==> config.mk <==
export PLATFORM = sky130hd
export DESIGN_NAME = ccc_target_top
export DESIGN_NICKNAME = d
export VERILOG_FILES = /design/src/rtl/ccc_pkg.sv /design/src/rtl/ccc_frame_if.sv /design/src/rtl/ccc_frame_fsm.sv /design/src/rtl/ccc_set_decoder.sv /design/src/rtl/ccc_get_responder.sv /design/src/rtl/ccc_target_top.sv
export SDC_FILE = /design/constraint.sdc
export NUM_CORES = 1
export LEC_CHECK = 0
export ABC_CLOCK_PERIOD_IN_PS = 4640
export BUFFER_PORTS_ARGS = -buffer_cell sky130_fd_sc_hd__buf_4
export CAP_MARGIN = 20
export CORE_MARGIN = 2
export CORE_UTILIZATION = 54
export CTS_CLUSTER_SIZE = 12
export DETAILED_ROUTE_END_ITERATION = 8
export GPL_TIMING_DRIVEN = 0
export PLACE_DENSITY = 0.87
export RECOVER_POWER = 25
export SYNTH_ARGS = -nofsm -noshare
export SYNTH_HDL_FRONTEND = slang
export SYNTH_HIERARCHICAL = 1
export SYNTH_SLANG_ARGS = --single-unit
==> constraint.sdc <==
create_clock -name clk_i -period 4.64 [get_ports clk_i]
set_input_delay 0.696 -clock clk_i [delete_from_list [all_inputs] [get_ports clk_i]]
set_output_delay 0.696 -clock clk_i [all_outputs]
set_load 0.02 [all_outputs]
==> src/rtl/ccc_pkg.sv <==
// CCC handler package with command codes, bus address constants and shared types
package ccc_pkg;

  typedef logic [7:0]  byte_t;
  typedef logic [6:0]  addr_t;
  // Bit 7 set marks a direct CCC
  typedef logic [7:0]  ccc_code_t;
  typedef logic [15:0] len16_t;
  typedef logic [47:0] pid_t;
  // Wide enough for the six PID bytes
  typedef logic [2:0]  byte_cnt_t;

  typedef enum logic [3:0] {
    Idle,
    WaitCcc,
    RxTbit,
    RxBcastData,
    RxBcastTbit,
    RxDirectByte,
    RxDirectTbit,
    RxDirectAddr,
    TxAddrAck,
    RxData,
    RxDataTbit,
    TxData,
    TxDataTbit,
    WaitBusCond,
    NextCcc,
    DoneCcc
  } frame_state_e;

  // Broadcast CCCs
  localparam ccc_code_t CccBcastEnec    = 8'h00;
  localparam ccc_code_t CccBcastDisec   = 8'h01;
  localparam ccc_code_t CccBcastRstdaa  = 8'h06;
  localparam ccc_code_t CccBcastSetmwl  = 8'h09;
  localparam ccc_code_t CccBcastSetmrl  = 8'h0A;
  localparam ccc_code_t CccBcastSetaasa = 8'h29;

  // Direct CCCs
  localparam ccc_code_t CccDirEnec      = 8'h80;
  localparam ccc_code_t CccDirDisec     = 8'h81;
  localparam ccc_code_t CccDirSetdasa   = 8'h87;
  localparam ccc_code_t CccDirSetnewda  = 8'h88;
  localparam ccc_code_t CccDirSetmwl    = 8'h89;
  localparam ccc_code_t CccDirSetmrl    = 8'h8A;
  localparam ccc_code_t CccDirGetmwl    = 8'h8B;
  localparam ccc_code_t CccDirGetmrl    = 8'h8C;
  localparam ccc_code_t CccDirGetpid    = 8'h8D;
  localparam ccc_code_t CccDirGetbcr    = 8'h8E;
  localparam ccc_code_t CccDirGetdcr    = 8'h8F;
  localparam ccc_code_t CccDirGetstatus = 8'h90;

  localparam addr_t RsvdAddr   = 7'h7E;
  // Max IBI payload size, sent as the third GETMRL byte
  localparam byte_t MrlIbiSize = 8'hFF;

  // Event bits in the ENEC/DISEC data byte
  localparam int unsigned EcIbiBit = 0;
  localparam int unsigned EcCrrBit = 1;
  localparam int unsigned EcHjBit  = 3;

endpackage

==> src/rtl/ccc_frame_if.sv <==
// CCC frame interface between the frame sequencer and the SET/GET action stages
`timescale 1ns/1ps

interface ccc_frame_if import ccc_pkg::*; ();

  ccc_code_t ccc;
  logic      data_stb;
  byte_t     data_byte;
  logic      addr_dyn_hit;
  logic      bcast_stb;
  logic      tx_load;
  logic      tx_advance;
  // Driven by the GET responder
  byte_t     tx_byte;
  logic      tx_last;

  modport frame (
    output ccc, data_stb, data_byte, addr_dyn_hit, bcast_stb, tx_load, tx_advance,
    input  tx_byte, tx_last
  );

  modport setter (
    input ccc, data_stb, data_byte, addr_dyn_hit, bcast_stb, tx_load
  );

  modport getter (
    input  ccc, tx_load, tx_advance,
    output tx_byte, tx_last
  );

endinterface

==> src/rtl/ccc_frame_fsm.sv <==
// CCC frame sequencer that follows the T-bit, data bytes and direct address phases
`timescale 1ns/1ps

module ccc_frame_fsm import ccc_pkg::*; (
  input  logic      clk_i,
  input  logic      rst_ni,
  input  ccc_code_t ccc_i,
  input  logic      ccc_valid_i,
  input  logic      bus_rstart_det_i,
  input  logic      bus_stop_det_i,
  input  byte_t     bus_rx_data_i,
  input  logic      bus_rx_done_i,
  input  logic      bus_tx_done_i,
  input  addr_t     target_sta_address_i,
  input  logic      target_sta_address_valid_i,
  input  addr_t     target_dyn_address_i,
  input  logic      target_dyn_address_valid_i,
  output logic      bus_rx_req_bit_o,
  output logic      bus_rx_req_byte_o,
  output logic      bus_tx_req_bit_o,
  output logic      bus_tx_req_byte_o,
  output byte_t     bus_tx_req_value_o,
  output logic      bus_tx_sel_od_pp_o,
  output logic      done_fsm_o,
  output logic      next_ccc_o,
  ccc_frame_if.frame frame
);

  frame_state_e state_q, state_d;
  ccc_code_t    ccc_q;
  addr_t        addr_q;
  logic         rnw_q;
  byte_t        rx_byte_q;
  logic         data_stb_q;
  logic         bcast_stb_q;
  logic         is_direct;
  logic         dyn_hit;
  logic         sta_hit;
  logic         our_addr;
  logic         rsvd_addr;
  logic         rsvd_byte;

  assign is_direct = ccc_q[7];
  assign dyn_hit   = target_dyn_address_valid_i && (addr_q == target_dyn_address_i);
  assign sta_hit   = target_sta_address_valid_i && (addr_q == target_sta_address_i);
  assign our_addr  = dyn_hit | sta_hit;
  assign rsvd_addr = (addr_q == RsvdAddr);
  assign rsvd_byte = (rx_byte_q == {RsvdAddr, 1'b0});

  always_ff @(posedge clk_i or negedge rst_ni) begin
    if (!rst_ni) begin
      ccc_q <= '0;
      addr_q <= '0;
      rnw_q <= 1'b0;
    end else begin
      if (state_q == WaitCcc && ccc_valid_i) begin
        ccc_q <= ccc_i;
      end
      if (state_q == RxDirectAddr && bus_rx_done_i) begin
        addr_q <= bus_rx_data_i[7:1];
        rnw_q  <= bus_rx_data_i[0];
      end
    end
  end

  // Data byte payload, held until its strobe has been consumed
  always_ff @(posedge clk_i) begin
    if ((state_q == RxData || state_q == RxBcastData) && bus_rx_done_i) begin
      rx_byte_q <= bus_rx_data_i;
    end
  end

  // Strobes fire the cycle after the closing T-bit
  always_ff @(posedge clk_i or negedge rst_ni) begin
    if (!rst_ni) begin
      data_stb_q  <= 1'b0;
      bcast_stb_q <= 1'b0;
    end else begin
      data_stb_q  <= bus_rx_done_i && !rsvd_byte &&
                     (state_q == RxBcastTbit || state_q == RxDataTbit);
      bcast_stb_q <= bus_rx_done_i && (state_q == RxTbit) && !is_direct;
    end
  end

  always_comb begin
    state_d = state_q;
    unique case (state_q)
      Idle:    state_d = WaitCcc;
      WaitCcc: if (ccc_valid_i) state_d = RxTbit;
      RxTbit: begin
        if (bus_rx_done_i) state_d = is_direct ? RxDirectByte : RxBcastData;
      end
      RxBcastData: begin
        if (bus_rstart_det_i) state_d = RxDirectAddr;
        else if (bus_rx_done_i) state_d = RxBcastTbit;
      end
      RxBcastTbit: if (bus_rx_done_i) state_d = RxBcastData;
      // Direct CCC waits for the repeated start, stray bytes are skipped
      RxDirectByte: begin
        if (bus_rstart_det_i) state_d = RxDirectAddr;
        else if (bus_rx_done_i) state_d = RxDirectTbit;
      end
      RxDirectTbit: if (bus_rx_done_i) state_d = RxDirectByte;
      RxDirectAddr: if (bus_rx_done_i) state_d = TxAddrAck;
      TxAddrAck: begin
        if (bus_tx_done_i) begin
          if (rsvd_addr) state_d = NextCcc;
          else if (our_addr) state_d = rnw_q ? TxData : RxData;
          else state_d = WaitBusCond;
        end
      end
      RxData: begin
        if (bus_rstart_det_i) state_d = RxDirectAddr;
        else if (bus_rx_done_i) state_d = RxDataTbit;
      end
      RxDataTbit: if (bus_rx_done_i) state_d = RxData;
      TxData: begin
        if (bus_rstart_det_i) state_d = RxDirectAddr;
        else if (bus_tx_done_i) state_d = TxDataTbit;
      end
      TxDataTbit: begin
        if (bus_tx_done_i) state_d = frame.tx_last ? WaitBusCond : TxData;
      end
      WaitBusCond: if (bus_rstart_det_i) state_d = RxDirectAddr;
      NextCcc: state_d = WaitCcc;
      DoneCcc: state_d = Idle;
      default: state_d = Idle;
    endcase
  end

  // Stop condition ends the frame from any state
  always_ff @(posedge clk_i or negedge rst_ni) begin
    if (!rst_ni) begin
      state_q <= Idle;
    end else if (bus_stop_det_i) begin
      state_q <= DoneCcc;
    end else begin
      state_q <= state_d;
    end
  end

  always_comb begin
    bus_rx_req_bit_o   = 1'b0;
    bus_rx_req_byte_o  = 1'b0;
    bus_tx_req_bit_o   = 1'b0;
    bus_tx_req_byte_o  = 1'b0;
    bus_tx_req_value_o = '0;
    bus_tx_sel_od_pp_o = 1'b0;
    unique case (state_q)
      RxTbit, RxBcastTbit, RxDirectTbit, RxDataTbit: bus_rx_req_bit_o = 1'b1;
      RxBcastData, RxDirectByte, RxData: bus_rx_req_byte_o = !bus_rstart_det_i;
      RxDirectAddr: bus_rx_req_byte_o = 1'b1;
      TxAddrAck: begin
        // ACK is low for our address or the reserved one, open drain
        bus_tx_req_bit_o   = 1'b1;
        bus_tx_req_value_o = {7'h00, ~(our_addr | rsvd_addr)};
      end
      TxData: begin
        bus_tx_req_byte_o  = 1'b1;
        bus_tx_req_value_o = frame.tx_byte;
        bus_tx_sel_od_pp_o = 1'b1;
      end
      TxDataTbit: begin
        bus_tx_req_bit_o   = 1'b1;
        bus_tx_req_value_o = {7'h00, frame.tx_last};
        bus_tx_sel_od_pp_o = 1'b1;
      end
      default: begin
      end
    endcase
  end

  assign done_fsm_o = (state_q == DoneCcc);
  assign next_ccc_o = (state_q == NextCcc);

  assign frame.ccc          = ccc_q;
  assign frame.data_stb     = data_stb_q;
  assign frame.data_byte    = rx_byte_q;
  assign frame.addr_dyn_hit = dyn_hit;
  assign frame.bcast_stb    = bcast_stb_q;
  assign frame.tx_load      = (state_q == TxAddrAck) && bus_tx_done_i;
  assign frame.tx_advance   = (state_q == TxDataTbit) && bus_tx_done_i;

endmodule

==> src/rtl/ccc_set_decoder.sv <==
// CCC SET decoder that turns received data bytes into length, event and address updates
`timescale 1ns/1ps

module ccc_set_decoder import ccc_pkg::*; (
  input  logic   clk_i,
  input  logic   rst_ni,
  ccc_frame_if.setter frame,
  input  addr_t  target_sta_address_i,
  output logic   set_mwl_o,
  output len16_t mwl_o,
  output logic   set_mrl_o,
  output len16_t mrl_o,
  output logic   enec_ibi_o,
  output logic   enec_crr_o,
  output logic   enec_hj_o,
  output logic   disec_ibi_o,
  output logic   disec_crr_o,
  output logic   disec_hj_o,
  output logic   rstdaa_o,
  output addr_t  set_dasa_o,
  output logic   set_dasa_valid_o,
  output logic   set_newda_o,
  output addr_t  newda_o
);

  byte_cnt_t cnt_q;
  byte_t     len_hi_q;
  logic      first_byte;
  logic      second_byte;
  logic      is_mwl;
  logic      is_mrl;
  logic      is_enec;
  logic      is_disec;

  assign first_byte  = frame.data_stb && (cnt_q == 3'd0);
  assign second_byte = frame.data_stb && (cnt_q == 3'd1);

  assign is_mwl   = (frame.ccc == CccBcastSetmwl) || (frame.ccc == CccDirSetmwl);
  assign is_mrl   = (frame.ccc == CccBcastSetmrl) || (frame.ccc == CccDirSetmrl);
  assign is_enec  = (frame.ccc == CccBcastEnec) || (frame.ccc == CccDirEnec);
  assign is_disec = (frame.ccc == CccBcastDisec) || (frame.ccc == CccDirDisec);

  // Byte index within the current CCC or direct target, saturating
  always_ff @(posedge clk_i or negedge rst_ni) begin
    if (!rst_ni) begin
      cnt_q <= '0;
    end else if (frame.bcast_stb || frame.tx_load) begin
      cnt_q <= '0;
    end else if (frame.data_stb && cnt_q != '1) begin
      cnt_q <= cnt_q + 3'd1;
    end
  end

  // Payload bytes and addresses
  always_ff @(posedge clk_i) begin
    if (first_byte) begin
      len_hi_q <= frame.data_byte;
    end
    if (first_byte && frame.ccc == CccDirSetdasa) begin
      set_dasa_o <= frame.data_byte[7:1];
    end else if (frame.bcast_stb && frame.ccc == CccBcastSetaasa) begin
      set_dasa_o <= target_sta_address_i;
    end
    if (first_byte && frame.ccc == CccDirSetnewda && frame.addr_dyn_hit) begin
      newda_o <= frame.data_byte[7:1];
    end
  end

  always_ff @(posedge clk_i or negedge rst_ni) begin
    if (!rst_ni) begin
      set_mwl_o        <= 1'b0;
      set_mrl_o        <= 1'b0;
      mwl_o            <= '0;
      mrl_o            <= '0;
      rstdaa_o         <= 1'b0;
      set_dasa_valid_o <= 1'b0;
      set_newda_o      <= 1'b0;
    end else begin
      // High byte arrives first, the low byte completes the length
      set_mwl_o <= second_byte && is_mwl;
      set_mrl_o <= second_byte && is_mrl;
      if (second_byte && is_mwl) begin
        mwl_o <= {len_hi_q, frame.data_byte};
      end
      if (second_byte && is_mrl) begin
        mrl_o <= {len_hi_q, frame.data_byte};
      end
      rstdaa_o         <= frame.bcast_stb && (frame.ccc == CccBcastRstdaa);
      set_dasa_valid_o <= (first_byte && frame.ccc == CccDirSetdasa) ||
                          (frame.bcast_stb && frame.ccc == CccBcastSetaasa);
      set_newda_o      <= first_byte && frame.ccc == CccDirSetnewda && frame.addr_dyn_hit;
    end
  end

  // Event enable and disable levels
  always_ff @(posedge clk_i or negedge rst_ni) begin
    if (!rst_ni) begin
      enec_ibi_o  <= 1'b0;
      enec_crr_o  <= 1'b0;
      enec_hj_o   <= 1'b0;
      disec_ibi_o <= 1'b0;
      disec_crr_o <= 1'b0;
      disec_hj_o  <= 1'b0;
    end else if (first_byte) begin
      if (is_enec) begin
        enec_ibi_o <= frame.data_byte[EcIbiBit];
        enec_crr_o <= frame.data_byte[EcCrrBit];
        enec_hj_o  <= frame.data_byte[EcHjBit];
      end
      if (is_disec) begin
        disec_ibi_o <= frame.data_byte[EcIbiBit];
        disec_crr_o <= frame.data_byte[EcCrrBit];
        disec_hj_o  <= frame.data_byte[EcHjBit];
      end
    end
  end

endmodule

==> src/rtl/ccc_get_responder.sv <==
// CCC GET responder that counts response bytes and picks each one from the CSR inputs
`timescale 1ns/1ps

module ccc_get_responder import ccc_pkg::*; (
  input  logic   clk_i,
  input  logic   rst_ni,
  ccc_frame_if.getter frame,
  input  byte_t  get_bcr_i,
  input  byte_t  get_dcr_i,
  input  len16_t get_mwl_i,
  input  len16_t get_mrl_i,
  input  pid_t   get_pid_i,
  input  len16_t get_status_fmt1_i
);

  byte_cnt_t remain_q;
  byte_cnt_t load_len;

  always_comb begin
    unique case (frame.ccc)
      CccDirGetbcr, CccDirGetdcr:    load_len = 3'd1;
      CccDirGetmwl, CccDirGetstatus: load_len = 3'd2;
      CccDirGetmrl:                  load_len = 3'd3;
      CccDirGetpid:                  load_len = 3'd6;
      default:                       load_len = 3'd0;
    endcase
  end

  // Bytes left including the one on the bus
  always_ff @(posedge clk_i or negedge rst_ni) begin
    if (!rst_ni) begin
      remain_q <= '0;
    end else if (frame.tx_load) begin
      remain_q <= load_len;
    end else if (frame.tx_advance && remain_q != '0) begin
      remain_q <= remain_q - 3'd1;
    end
  end

  // Most significant byte goes out first
  always_comb begin
    frame.tx_byte = '0;
    unique case (frame.ccc)
      CccDirGetbcr: frame.tx_byte = get_bcr_i;
      CccDirGetdcr: frame.tx_byte = get_dcr_i;
      CccDirGetmwl: frame.tx_byte = (remain_q == 3'd2) ? get_mwl_i[15:8] : get_mwl_i[7:0];
      CccDirGetstatus: begin
        frame.tx_byte = (remain_q == 3'd2) ? get_status_fmt1_i[15:8] : get_status_fmt1_i[7:0];
      end
      CccDirGetmrl: begin
        case (remain_q)
          3'd3:    frame.tx_byte = get_mrl_i[15:8];
          3'd2:    frame.tx_byte = get_mrl_i[7:0];
          default: frame.tx_byte = MrlIbiSize;
        endcase
      end
      CccDirGetpid: begin
        case (remain_q)
          3'd6:    frame.tx_byte = get_pid_i[47:40];
          3'd5:    frame.tx_byte = get_pid_i[39:32];
          3'd4:    frame.tx_byte = get_pid_i[31:24];
          3'd3:    frame.tx_byte = get_pid_i[23:16];
          3'd2:    frame.tx_byte = get_pid_i[15:8];
          default: frame.tx_byte = get_pid_i[7:0];
        endcase
      end
      default: begin
      end
    endcase
  end

  // Also high for an unsupported code so the first T-bit ends the read
  assign frame.tx_last = (remain_q <= 3'd1);

endmodule

==> src/rtl/ccc_target_top.sv <==
// CCC target handler top level joining the frame sequencer with the SET and GET stages
`timescale 1ns/1ps

module ccc_target_top import ccc_pkg::*; (
  input  logic      clk_i,
  input  logic      rst_ni,
  input  ccc_code_t ccc_i,
  input  logic      ccc_valid_i,
  input  logic      bus_rstart_det_i,
  input  logic      bus_stop_det_i,
  input  byte_t     bus_rx_data_i,
  input  logic      bus_rx_done_i,
  input  logic      bus_tx_done_i,
  input  addr_t     target_sta_address_i,
  input  logic      target_sta_address_valid_i,
  input  addr_t     target_dyn_address_i,
  input  logic      target_dyn_address_valid_i,
  output logic      bus_rx_req_bit_o,
  output logic      bus_rx_req_byte_o,
  output logic      bus_tx_req_bit_o,
  output logic      bus_tx_req_byte_o,
  output byte_t     bus_tx_req_value_o,
  output logic      bus_tx_sel_od_pp_o,
  output logic      done_fsm_o,
  output logic      next_ccc_o,
  output logic      set_mwl_o,
  output len16_t    mwl_o,
  output logic      set_mrl_o,
  output len16_t    mrl_o,
  output logic      enec_ibi_o,
  output logic      enec_crr_o,
  output logic      enec_hj_o,
  output logic      disec_ibi_o,
  output logic      disec_crr_o,
  output logic      disec_hj_o,
  output logic      rstdaa_o,
  output addr_t     set_dasa_o,
  output logic      set_dasa_valid_o,
  output logic      set_newda_o,
  output addr_t     newda_o,
  input  byte_t     get_bcr_i,
  input  byte_t     get_dcr_i,
  input  len16_t    get_mwl_i,
  input  len16_t    get_mrl_i,
  input  pid_t      get_pid_i,
  input  len16_t    get_status_fmt1_i
);

  ccc_frame_if frame_if ();

  ccc_frame_fsm u_frame_fsm (
    .clk_i, .rst_ni, .ccc_i, .ccc_valid_i, .bus_rstart_det_i, .bus_stop_det_i,
    .bus_rx_data_i, .bus_rx_done_i, .bus_tx_done_i,
    .target_sta_address_i, .target_sta_address_valid_i,
    .target_dyn_address_i, .target_dyn_address_valid_i,
    .bus_rx_req_bit_o, .bus_rx_req_byte_o, .bus_tx_req_bit_o, .bus_tx_req_byte_o,
    .bus_tx_req_value_o, .bus_tx_sel_od_pp_o, .done_fsm_o, .next_ccc_o,
    .frame(frame_if)
  );

  ccc_set_decoder u_set_decoder (
    .clk_i, .rst_ni, .frame(frame_if), .target_sta_address_i,
    .set_mwl_o, .mwl_o, .set_mrl_o, .mrl_o,
    .enec_ibi_o, .enec_crr_o, .enec_hj_o, .disec_ibi_o, .disec_crr_o, .disec_hj_o,
    .rstdaa_o, .set_dasa_o, .set_dasa_valid_o, .set_newda_o, .newda_o
  );

  ccc_get_responder u_get_responder (
    .clk_i, .rst_ni, .frame(frame_if),
    .get_bcr_i, .get_dcr_i, .get_mwl_i, .get_mrl_i, .get_pid_i, .get_status_fmt1_i
  );

endmodule

-- Word-level counts from Yosys, hierarchy flattened
Cells that the tools add are included.
- bits in registers: 101
- latch bits: 0
- memory bits (writable): 0
- ROM bits: 0
- input port bits: 151
- output and inout bits: 72
- logic and storage cells: 179
- memories: 0
- add/subtract/negate cells: 2
- $mul: 0
- divide/modulo/power cells: 0
- magnitude comparators: 1
- eq/ne operators: 56
- shifts and indexed selects: 0
- multiplexer cells: 42
- bitwise logic cells: 3
- reductions and logical operators: 50
- operators with widths (kind ; number):
    $eq 8x8->1 const B ; 13
    $mux 4 ; 20
    $pmux 4 s15 ; 1
    $pmux 8 s6 ; 1
    $pmux 8 s5 ; 1
    $eq 4x4->1 const B ; 8
    $ne 3x3->1 const B ; 10
    $pmux 8 s3 ; 1
    $logic_and 1x1->1 ; 22
    $mux 3 ; 6
    $eq 4x3->1 const B ; 4
    $eq 8x4->1 const B ; 2
    $mux 8 ; 2
    $ne 4x4->1 const B ; 4
    $pmux 8 s2 ; 1
    $eq 7x7->1 ; 2
    $mux 7 ; 2
    $reduce_and 13->1 ; 1
    $pmux 3 s4 ; 1
    $reduce_or 2->1 ; 5
    $eq 3x3->1 const B ; 3
    $eq 4x2->1 const B ; 2
    $eq 8x1->1 const B ; 1
    $eq 8x3->1 const B ; 1
    other kinds (23) ; 40

-- Depth between registers and ports, before layout
Gate-level depths: netlist of run 1.
- depth after elaboration: 8
- mapped depth: 13
- gate-level depth less buffers: 10

-- By module
Netlist of run 1, hierarchy kept.
- by module, submodules not included (module ; times used ; cells an instance ; area each (um2)):
    ccc_set_decoder ; 1 ; 153 ; 2713.9
    ccc_frame_fsm ; 1 ; 175 ; 1769.2
    ccc_get_responder ; 1 ; 177 ; 1311.3

-- Least setup slack after synthesis of run 1
Ideal clock, no wire load.
- kind: register -> output
- from: register u_get_responder.remain_q[2]
- to: output port bus_tx_req_value_o[0]
- arrival: 2.482 ns
- path slack: 1.462 ns
- stages on the path, launching flop included: 14
- cells stage by stage: dfrtp_1 -> buf_6 -> buf_2 -> buf_2 -> inv_1 -> ha_1 -> a21o_1 -> buf_2 -> nand2_1 -> o211ai_1 -> nand3_1 -> nor3b_1 -> a31oi_1 -> o21ai_0
- longest elaborated chain between the ends: 4
- elaborated cells on any way between the ends: 12
- RTL lines (element ; RTL line ; RTL):
    from (decl) ; ccc_get_responder.sv:16 ; byte_cnt_t remain_q;
    from (signal assigned) ; ccc_get_responder.sv:34 ; remain_q <= load_len;
    from (signal assigned) ; ccc_get_responder.sv:36 ; remain_q <= remain_q - 3'd1;
    $eq 3x2->1 (tied with other cells) ; -- ;
    $pmux 8 s5 (tied with other cells) ; ccc_get_responder.sv:58 ; case (remain_q)
    $pmux 8 s6 * ; ccc_get_responder.sv:43 ; unique case (frame.ccc)
    net frame_if.tx_byte[0] ; ccc_frame_if.sv:14 ; byte_t tx_byte;
    $pmux 8 s3 * ; ccc_frame_fsm.sv:149 ; unique case (state_q)
    to (decl) ; ccc_target_top.sv:22 ; output byte_t bus_tx_req_value_o,
The timed path passes the listed nets; every way through them passes the cells marked *.

-- Final worst setup path of run 1
Same ends and word-level chain as after synthesis.

==> results of run 1 <==
-- where the power goes --
part	total [uW]	internal (uW)	switching, uW
registers	1240	1050	194
clock network	536	209	326
logic	1420	635	783
total	3200	1890	1300
-- logic make-up (layout without fill, tap and decap cells) --
group                      count (synthesis)  after routing
and+or+nand+nor                          136            136
xor gates and xnor gates                  18             18
buffers and inverters                     46            284
adders and majority gates                 11             11
AOI/OAI and AO/OA                        102            102
muxes                                     91             91
DFF                                      101            101
-- through the flow --
step	utilization	hold slack, ns
final	0.7513	0.5167
after global routing	0.7513	0.5268
after CTS	0.7541	0.4599
after detailed placement	0.7356	0.4953
after global placement	0.7352	0.4867
after floorplan	-	0.4004
-- synthesized netlist by cell type (6+ instances only) --
library cell	number	area, sq um
dfrtp_1	71	1777
mux2_2	57	641.9
edfxtp_1	30	900.9
nor2_1	29	108.9
nand2_1	25	93.84
mux2i_1	22	220.2
o21ai_0	21	105.1
xnor2_1	18	157.7
a22oi_1	16	120.1
inv_1	15	56.30
a21oi_1	12	60.06
buf_2	12	60.06
mux2_4	12	180.2
ha_1	11	137.6
nand4_1	10	62.56
and2_1	9	56.30
nand2b_1	9	56.30
nand3_1	9	45.04
nor3_1	9	45.04
clkbuf_1	8	30.03
o22ai_1	8	50.05
a31oi_1	7	43.79
a32oi_1	6	52.55
nor2b_1	6	37.54
-- worst max-delay path, stage by stage, from the launching register on --
cell      delay, ns
dfrtp_1        0.44
buf_6          0.18
buf_2          0.23
buf_2          0.25
inv_1          0.10
ha_1           0.30
a21o_1         0.21
buf_2          0.19
nand2_1        0.07
o211ai_1       0.08
nand3_1        0.14
nor3b_1        0.23
a31oi_1        0.06
o21ai_0        0.26
buf_4          0.20
-- per-layer routing --
| layer | track usage | share of wire | wire, microns | vias to the layer above |
|---|---|---|---|---|
| li1 | - | - | - | 2351 |
| met5 | 0 | 0 | 0 | - |
| met1 | 0.4002 | 0.41 | 7137 | 2497 |
| met3 | 0.04358 | 0.065 | 1138 | 31 |
| met2 | 0.5063 | 0.50 | 8786 | 221 |
| met4 | 0.07418 | 0.020 | 357 | 0 |
-- state kept, by name (all words and copies together) (netlist names), 3 cells and up --
name,count
u_set_decoder/newda_o,7
u_frame_fsm/frame.ccc,8
u_get_responder/remain_q,3
u_set_decoder/set_dasa_o,7
u_set_decoder/cnt_q,3
u_set_decoder/len_hi_q,8
u_frame_fsm/frame.data_byte,8
u_set_decoder/mwl_o,16
u_frame_fsm/state_q,4
u_frame_fsm/addr_q,7
u_set_decoder/mrl_o,16
-- area by class of cell --
cell class,count,area share
Sequential cell,101,0.3437
Clock inverter,7,0.008672
Timing Repair Buffer,222,0.2099
Inverter,17,0.008511
Clock buffer,9,0.01590
Multi-Input combinational cell,358,0.3658
Tap cell,136,0.02184
Buffer,29,0.02569
-- worst min-delay path by stage --
stage                                           from                                   to  slack (ns)  cells past startpoint
2_1_floorplan                                 rst_ni    u_frame_fsm/addr_q[0]$_DFFE_PN0P_        0.40                      0
3_3_place_gp     u_set_decoder/len_hi_q[3]$_DFFE_PP_  u_set_decoder/mwl_o[11]$_DFFE_PN0P_        0.49                      1
3_5_place_dp      u_set_decoder/mrl_o[6]$_DFFE_PN0P_   u_set_decoder/mrl_o[6]$_DFFE_PN0P_        0.50                      1
4_1_cts                                       rst_ni   u_set_decoder/mwl_o[8]$_DFFE_PN0P_        0.46                      1
5_1_grt           u_set_decoder/mrl_o[6]$_DFFE_PN0P_   u_set_decoder/mrl_o[6]$_DFFE_PN0P_        0.53                      1
6_report       u_frame_fsm/frame.bcast_stb$_DFF_PN0_   u_set_decoder/cnt_q[0]$_DFFE_PN0P_        0.52                      1
==> results.toml, run 1 <==
[cells_and_area]
layout.nets = 900
multi_input_area_sq_um = 2850
area_growth_pct = 34.46
layout_common_cells = "214 x buf_4, 71 x dfrtp_1, 57 x mux2_2"
final_area_sq_um = 7791
n_antenna_cell = 0
n_fill_cell = 739
drive_gt1_frac = 0.4549
seq_area_sq_um = 2678
stdcell_count = 879
layout.cells.most_common = "buf_4"

[synthesis]
synth_warnings = 6
synth_cells = 505
ys_types = 68
synth-xor-area-share = 0.02721
synth_top_family_by_area = "multiplexers"
synth_area_sq_um = 5794
synth_compound_area_frac = 0.1235
synth-async-reset-ratio = 0.7030
synth_flop_cell = "dfrtp_1"
synthAdderAreaFrac = 0.02375
ys_ff_latch = 101
synth_simple_gate_area_frac = 0.1376
synth-seq-area-share = 0.4621
synth_enable_flop_cells = 30
syn_nets = 667
synthMuxAreaShare = 0.1799
avgSynthCellArea_sq_um = 11.47

[placed_design]
gp_routability_congestion = 0.9672
post-place-cells = 863
post-dp-hpwl_microns = 13680
io_buffer_count = 221
place_area_sq_um = 7629
preCtsSetupSlack_ns = 1.086

[global_routing]
grt_first_pass_wirelength_microns = 26480
grt_pass1_vias = 5028
grt_overflow = 0
grt_use_total = 0.2973
grt_max_degree = 72
antenna_found_initial = 0

[sta]
fin_crit_sh = 0.8649
setup_violations = 0
worst_slew_pin_slew_ns = 1.740
slew_violations = 72
skew_ns = 0.01925
finalCriticalPeriod_ns = 4.013
fmax_ghz = 0.2492
hold_violations = 0
tns_ns = 0
rsz0062_at_grt = "no"
fin_ws_ns = 0.6270
relSlewSlack = -0.1599

[clock_network]
cts_hold_buf = 0
clock-sinks = 101
htreeDepth = 3
numCtsBuffers = 9
clkTransAtPathRegs_ns = 0.10
post_cts_buffers = 0
post_cts_resized = 0
clock_path_buffers = 2
insertion_delay_ns = 0.37
clock-root-buffer = "clkbuf_8"
cts_tree = "yes"

[hold_path]
holdCritPathClass = "reg2reg"

[worst_setup_path]
worstPathMaxFanout = 10
worstSetupPathType = "reg2out"
setup.worst_path.start = "u_get_responder/remain_q[2]$_DFFE_PN0P_"
critPathArrivalTime_ns = 3.32
rrSetupSlack_ns = 2.21
cp-start-kind = "flip-flop"
timing.rr.start = "u_set_decoder/cnt_q[1]$_DFFE_PN0P_"
worstReg2RegEnd = "u_set_decoder/set_dasa_o[1]$_DFFE_PP_"
critPathRequiredTime_ns = 3.94
rr_worst_depth = 7
endpoint_kind = "primary output"
endpoint = "bus_tx_req_value_o[0]"

[detailed_routing]
dr.pass1.iters = 5
vias = 5100
wl_per_cell_microns = 19.82
drt_wl_total_microns = 17420
antenna_left = 0
drc = 0
via_per_inst = 5.802
first_iter_violations = 343

[floorplan]
die-area_sq_um = 11570
die_h_microns = 107.6
std_cell_rows = 37
io_pins = 223
core_area_sq_um = 10370
die_x_microns = 107.6
start_util = 0.5588

[pwr]
p_leak_uw = 0.003595
total_power_uw = 3195
peakVddDrop_uv = 314.1
power_density_nw_per_um2 = 410.1

[flow_run]
drv_cap = 1

[status]
violations = "capacitance limit, slew limit"
status = "complete, but fails checks"
(Power assumes the default switching activity.)
==> run 2, diff against run 1 <==
Settings changed: ABC_CLOCK_PERIOD_IN_PS 4640 to 3600, BUFFER_PORTS_ARGS -buffer_cell sky130_fd_sc_hd__buf_4 to -buffer_cell sky130_fd_sc_hd__buf_2, CORE_UTILIZATION 54 to 45, PLACE_DENSITY 0.87 to 0.77.
Clock period 4.64 ns to 3.6 ns, I/O delays scaled along.
==> run 2 against run 1 <==
Against the previous run: the flow still finishes with violations (capacitance limit, slew limit); global-route usage fell by 5.2 points; utilization fell by 16 points; wire length fell by 3.2%; register-to-register slack got worse by 0.97 ns; sequential cell count did not move; highest routed layer unchanged; final cell count rose by 4.2%.
==> results.toml, run 2 (synthesized netlist as in run 1, its figures left out) <==
[global_routing]
grt_use_total = 0.2450
antenna_found_initial = 0
grt_max_degree = 72
grt_first_pass_wirelength_microns = 26780
grt_overflow = 0
grt_pass1_vias = 4931

[sta]
fmax_ghz = 0.2930
skew_ns = 0.007319
hold_violations = 0
hold_slack_ns = 0.3919
tns_ns = 0
slew_violations = 72
fin_ws_ns = 0.1875
fin_crit_sh = 0.9479
relSlewSlack = -0.1544
setup_violations = 0
finalCriticalPeriod_ns = 3.413
worst_slew_pin_slew_ns = 1.732
rsz0062_at_grt = "no"

[worst_setup_path]
worstPathMaxFanout = 10
path_buf_inv = 4
crit_chain = "inv_1, ha_1, and2b_2, buf_6, buf_8, mux2i_1, o22ai_1, nand2_1, nand3_1, nor3b_1, a31oi_1, o21ai_1, buf_4"
timing.rr.start = "u_set_decoder/cnt_q[0]$_DFFE_PN0P_"
worstSetupPathType = "reg2out"
slowest_stage = "dfrtp_1"
worstReg2RegEnd = "u_set_decoder/set_dasa_o[1]$_DFFE_PP_"
cp_top_family = "simple AND/OR/NAND/NOR gates"
cp-start-kind = "flip-flop"
setup.worst_path.start = "u_get_responder/remain_q[0]$_DFFE_PN0P_"
worst-path-stages = 13
critPathArrivalTime_ns = 2.87
critPathRequiredTime_ns = 3.06
endpoint_kind = "primary output"
rrSetupSlack_ns = 1.24
rr_worst_depth = 7
critPathMaxStageDelay_ns = 0.41
endpoint = "bus_tx_req_value_o[0]"

[pwr]
p_leak_uw = 0.003522
peakVddDrop_uv = 325.6
total_power_uw = 4322
power_density_nw_per_um2 = 580.2

[clock_network]
numCtsBuffers = 9
clock-root-buffer = "clkbuf_16"
clock_path_buffers = 2
cts_tree = "yes"
clock-sinks = 101
clkTransAtPathRegs_ns = 0.07
insertion_delay_ns = 0.34
htreeDepth = 3

[placed_design]
io_buffer_count = 221
preCtsSetupSlack_ns = 0.1991
place_area_sq_um = 7123
gp_routability_congestion = 0.9605
post-dp-hpwl_microns = 13170

[cells_and_area]
area_growth_pct = 28.57
layout.cells.most_common = "buf_2"
layout_common_cells = "222 x buf_2, 71 x dfrtp_1, 57 x mux2_2"
layout.nets = 901
drive_gt1_frac = 0.4610
n_antenna_cell = 0
reg.largest.list = "u_set_decoder/mrl_o: 16 flops, u_set_decoder/mwl_o: 16 flops"
final_area_sq_um = 7450

[status]
status = "complete, but fails checks"
violations = "capacitance limit, slew limit"

[detailed_routing]
drc = 0
drt_wl_total_microns = 16870
vias = 5029
via_per_inst = 5.490
first_iter_violations = 319
antenna_left = 0
dr.pass1.iters = 6
wl_per_cell_microns = 18.42

[floorplan]
io_pins = 223
die_h_microns = 117.5
die-area_sq_um = 13800
start_util = 0.4592
core_area_sq_um = 12620
std_cell_rows = 41
die_x_microns = 117.5

[hold_path]
holdCritPathClass = "in2reg"
min-delay-start = "bus_rx_data_i[0]"
hold_depth = 1

[flow_run]
drv_cap = 1
==> run 2: cell type report <==
class	count	area, sq um
fill	1080	5170
clock inverter	7	75.07
buffer	27	200.2
multi-input combinational	358	2863
clock buffer	9	225.2
sequential	101	2678
inverter	17	66.31
timing repair buffer	225	1127
tap	172	215.2
==> run 2: what timing repair did <==
item / CTS / global route
hold buffers: 0 / 0
endpoints found under the setup margin: 1 / 3
gates resized for setup: 3 / 6
buffers inserted: 0 / 3
pin swaps: 0 / 2
==> run 2: worst register-to-register path: cells and delay by family (launching register included) <==
family        cells  cell delay [ns]
buf+inv           3             0.72
mux               1             0.36
simple gates      2             0.48
flops             1             0.43
fa+ha+maj         1             0.13
==> run 2: worst min-delay path by stage <==
| stage | end | slack (ns) |
|---|---|---|
| 3_3_place_gp | u_set_decoder/mrl_o[12]$_DFFE_PN0P_ | 0.48 |
| 2_1_floorplan | u_frame_fsm/addr_q[0]$_DFFE_PN0P_ | 0.24 |
| 4_1_cts | u_set_decoder/mwl_o[8]$_DFFE_PN0P_ | 0.35 |
| 3_5_place_dp | u_set_decoder/mrl_o[9]$_DFFE_PN0P_ | 0.49 |
| 5_1_grt | u_frame_fsm/frame.data_byte[0]$_DFFE_PP_ | 0.39 |
| 6_report | u_frame_fsm/frame.data_byte[0]$_DFFE_PP_ | 0.39 |
==> run 2: power by group <==
group,switching [uW],leakage (uW),total [uW],internal [uW]
combinational,1000,0.00216,1780,776
sequential,248,0.00122,1600,1350
clock,455,0.000144,946,492
total,1700,0.00352,4320,2620
==> run 2: per-stage QoR <==
stage,cells,util
after global placement,898,0.5639
after detailed placement,899,0.5644
final,916,0.5903
after CTS,915,0.5886
after floorplan,505,-
after global routing,916,0.5903
==> run 2: routing by layer <==
metal  share of wire  vias up  GRT usage
li1                -     2372          -
met1            0.43     2437     0.3324
met2            0.50      186     0.4086
met3           0.048       34    0.03585
met4           0.023        0    0.07455
met5               0        -          0
==> run 3, diff against run 2 <==
Settings changed: ABC_CLOCK_PERIOD_IN_PS 3600 to 2850, GPL_TIMING_DRIVEN 0 to 1.
Clock period 3.6 ns to 2.85 ns, I/O delays scaled along.
==> run 3 against run 2 <==
Against the previous run: the flow still finishes with violations (capacitance limit, slew limit); combinational power rose by 33%; utilization is 1.1 points higher; via count up 1.8%; die area did not move; clock-buffer cell count did not move; clock power up 33%; register-to-register slack worse by 0.55 ns; clock skew increased by 0.0032 ns; critical endpoint unchanged.
==> results.toml, run 3 (synthesized netlist as in run 1, its figures left out) <==
[sta]
worst_slew_pin_slew_ns = 1.755
slew_violations = 72
relSlewSlack = -0.1697
hold_violations = 0
rsz0062_at_grt = "yes"
setup_violations = 0
tns_ns = 0
finalCriticalPeriod_ns = 2.838
fin_crit_sh = 0.9959
fmax_ghz = 0.3523
skew_ns = 0.01053

[pwr]
peakVddDrop_uv = 435.9
power_density_nw_per_um2 = 750.6
p_leak_uw = 0.003581

[flow_run]
drv_cap = 1

[placed_design]
gp_routability_congestion = 0.9414
post-place-cells = 890
io_buffer_count = 222
post-dp-hpwl_microns = 13170

[floorplan]
die_h_microns = 117.5
start_util = 0.4592
die_x_microns = 117.5
std_cell_rows = 41
core_area_sq_um = 12620
die-area_sq_um = 13800
io_pins = 223

[cells_and_area]
area_growth_pct = 30.99
layout.cells.most_common = "buf_2"
n_fill_cell = 1103
reg.largest.list = "u_set_decoder/mrl_o: 16 flops, u_set_decoder/mwl_o: 16 flops"
drive_gt1_frac = 0.4859
stdcell_count = 921
layout_common_cells = "213 x buf_2, 68 x dfrtp_1, 57 x mux2_2"
layout.nets = 904

[worst_setup_path]
worstPathMaxFanout = 4
cp-start-kind = "flip-flop"
endpoint_kind = "primary output"
critPathRequiredTime_ns = 2.42
critPathArrivalTime_ns = 2.41
worstSetupPathType = "reg2out"

[global_routing]
antenna_found_initial = 2
grt-busiest-layer = "met2"
grt_first_pass_wirelength_microns = 26850
gr-usage-met3 = 0.03343
use_met1 = 0.3284
grt_pass1_vias = 5074
grt_max_degree = 72
grt_use_met2 = 0.4112
grt_use_total = 0.2432
grt_overflow = 0

[clock_network]
htreeDepth = 3
insertion_delay_ns = 0.34
clkTransAtPathRegs_ns = 0.07
cts_tree = "yes"
clock-root-buffer = "clkbuf_16"
clock_path_buffers = 2
clock-sinks = 101
numCtsBuffers = 9

[detailed_routing]
antenna_left = 0
drc = 0
drt_wl_total_microns = 17180
first_iter_violations = 332
wl_per_cell_microns = 18.65
vias = 5122
dr.pass1.iters = 7
via_per_inst = 5.561

[status]
violations = "capacitance limit, slew limit"
status = "complete, but fails checks"

[hold_path]
holdCritPathClass = "in2reg"
-- run 3: changes by cell type in the layout (fill, tap and decap cells not counted), moves of 3 or more --
cell      delta
buf_4       +23
buf_2        -9
clkbuf_1     -7
ha_1         -4
buf_6        -3
dfrtp_1      -3
dfrtp_2      +3
ha_4         +3
-- run 3: metrics by stage --
step / total power [uW] / area, sq um / utilization / hold WS, ns / worst slack, ns
2_1_floorplan: 3545 / 5794 / - / 0.1319 / 0.09021
3_3_place_gp: 4094 / 7073 / 0.5605 / 0.4841 / 0.2733
3_5_place_dp: 4166 / 7073 / 0.5605 / 0.4896 / 0.1861
4_1_cts: 5541 / 7453 / 0.5906 / 0.2377 / 0.002579
5_1_grt: 6009 / 7590 / 0.6014 / 0.2781 / -0.1341
6_report: 5697 / 7590 / 0.6014 / 0.2754 / 0.01179
-- run 3: path summary, 6_finish.rpt --
| path | end | startpoint | depth (start not counted) | slack (ns) |
|---|---|---|---|---|
| worst max-delay path | bus_tx_req_value_o[0] | u_get_responder/remain_q[0]$_DFFE_PN0P_ | 11 | 0.01 |
| worst max register to register | u_frame_fsm/state_q[1]$_DFFE_PN0P_ | u_frame_fsm/state_q[0]$_DFFE_PN0P_ | 6 | 0.69 |
| worst min register to register | u_set_decoder/mrl_o[12]$_DFFE_PN0P_ | u_set_decoder/mrl_o[12]$_DFFE_PN0P_ | 1 | 0.51 |
| max in group asynchronous | u_frame_fsm/frame.ccc[7]$_DFFE_PN0P_ | rst_ni | 1 | 1.14 |
| min in group asynchronous | u_set_decoder/mwl_o[9]$_DFFE_PN0P_ | rst_ni | 1 | 0.54 |
| worst min-delay path | u_frame_fsm/frame.data_byte[0]$_DFFE_PP_ | bus_rx_data_i[0] | 1 | 0.28 |
-- run 3: layout make-up --
cell class,count,area (sq um),area share
multi-input combinational,358,2919,0.3846
sequential,101,2681,0.3533
timing repair buffer,255,1390,0.1832
clock buffer,9,225.2,0.02967
tap,172,215.2,0.02835
clock inverter,7,87.58,0.01154
inverter,17,66.31,0.008737
antenna,2,5.005,0.0006594
-- run 3: power by group --
group	leakage (uW)	internal [uW]	switching (uW)
registers	0.00121	1710	360
logic	0.00221	1110	1250
clock network	0.000156	704	560
total	0.00358	3530	2170
-- run 3: metal layers --
layer	up-vias	wire, microns	part of all wire
met5	-	0	0
met4	0	401	0.023
met3	32	901	0.052
met2	198	8599	0.50
met1	2517	7272	0.42
li1	2375	-	-
-- run 3: repair_timing --
item	4_1_cts	5_1_grt
cloned	0	1
buffers inserted	3	9
hold buffers	0	0
resized for setup	13	12
setup endpoints to repair	8	8
pin swaps	0	10
-- run 3: critical path, cell delays in order, from the launching register on --
cell	delay (ns)
dfrtp_1	0.42
inv_2	0.14
ha_4	0.17
and2b_4	0.22
mux2i_1	0.22
o22ai_1	0.10
nand2_1	0.13
nand3_1	0.10
nor3b_1	0.15
a31oi_1	0.15
o21ai_1	0.10
buf_2	0.17
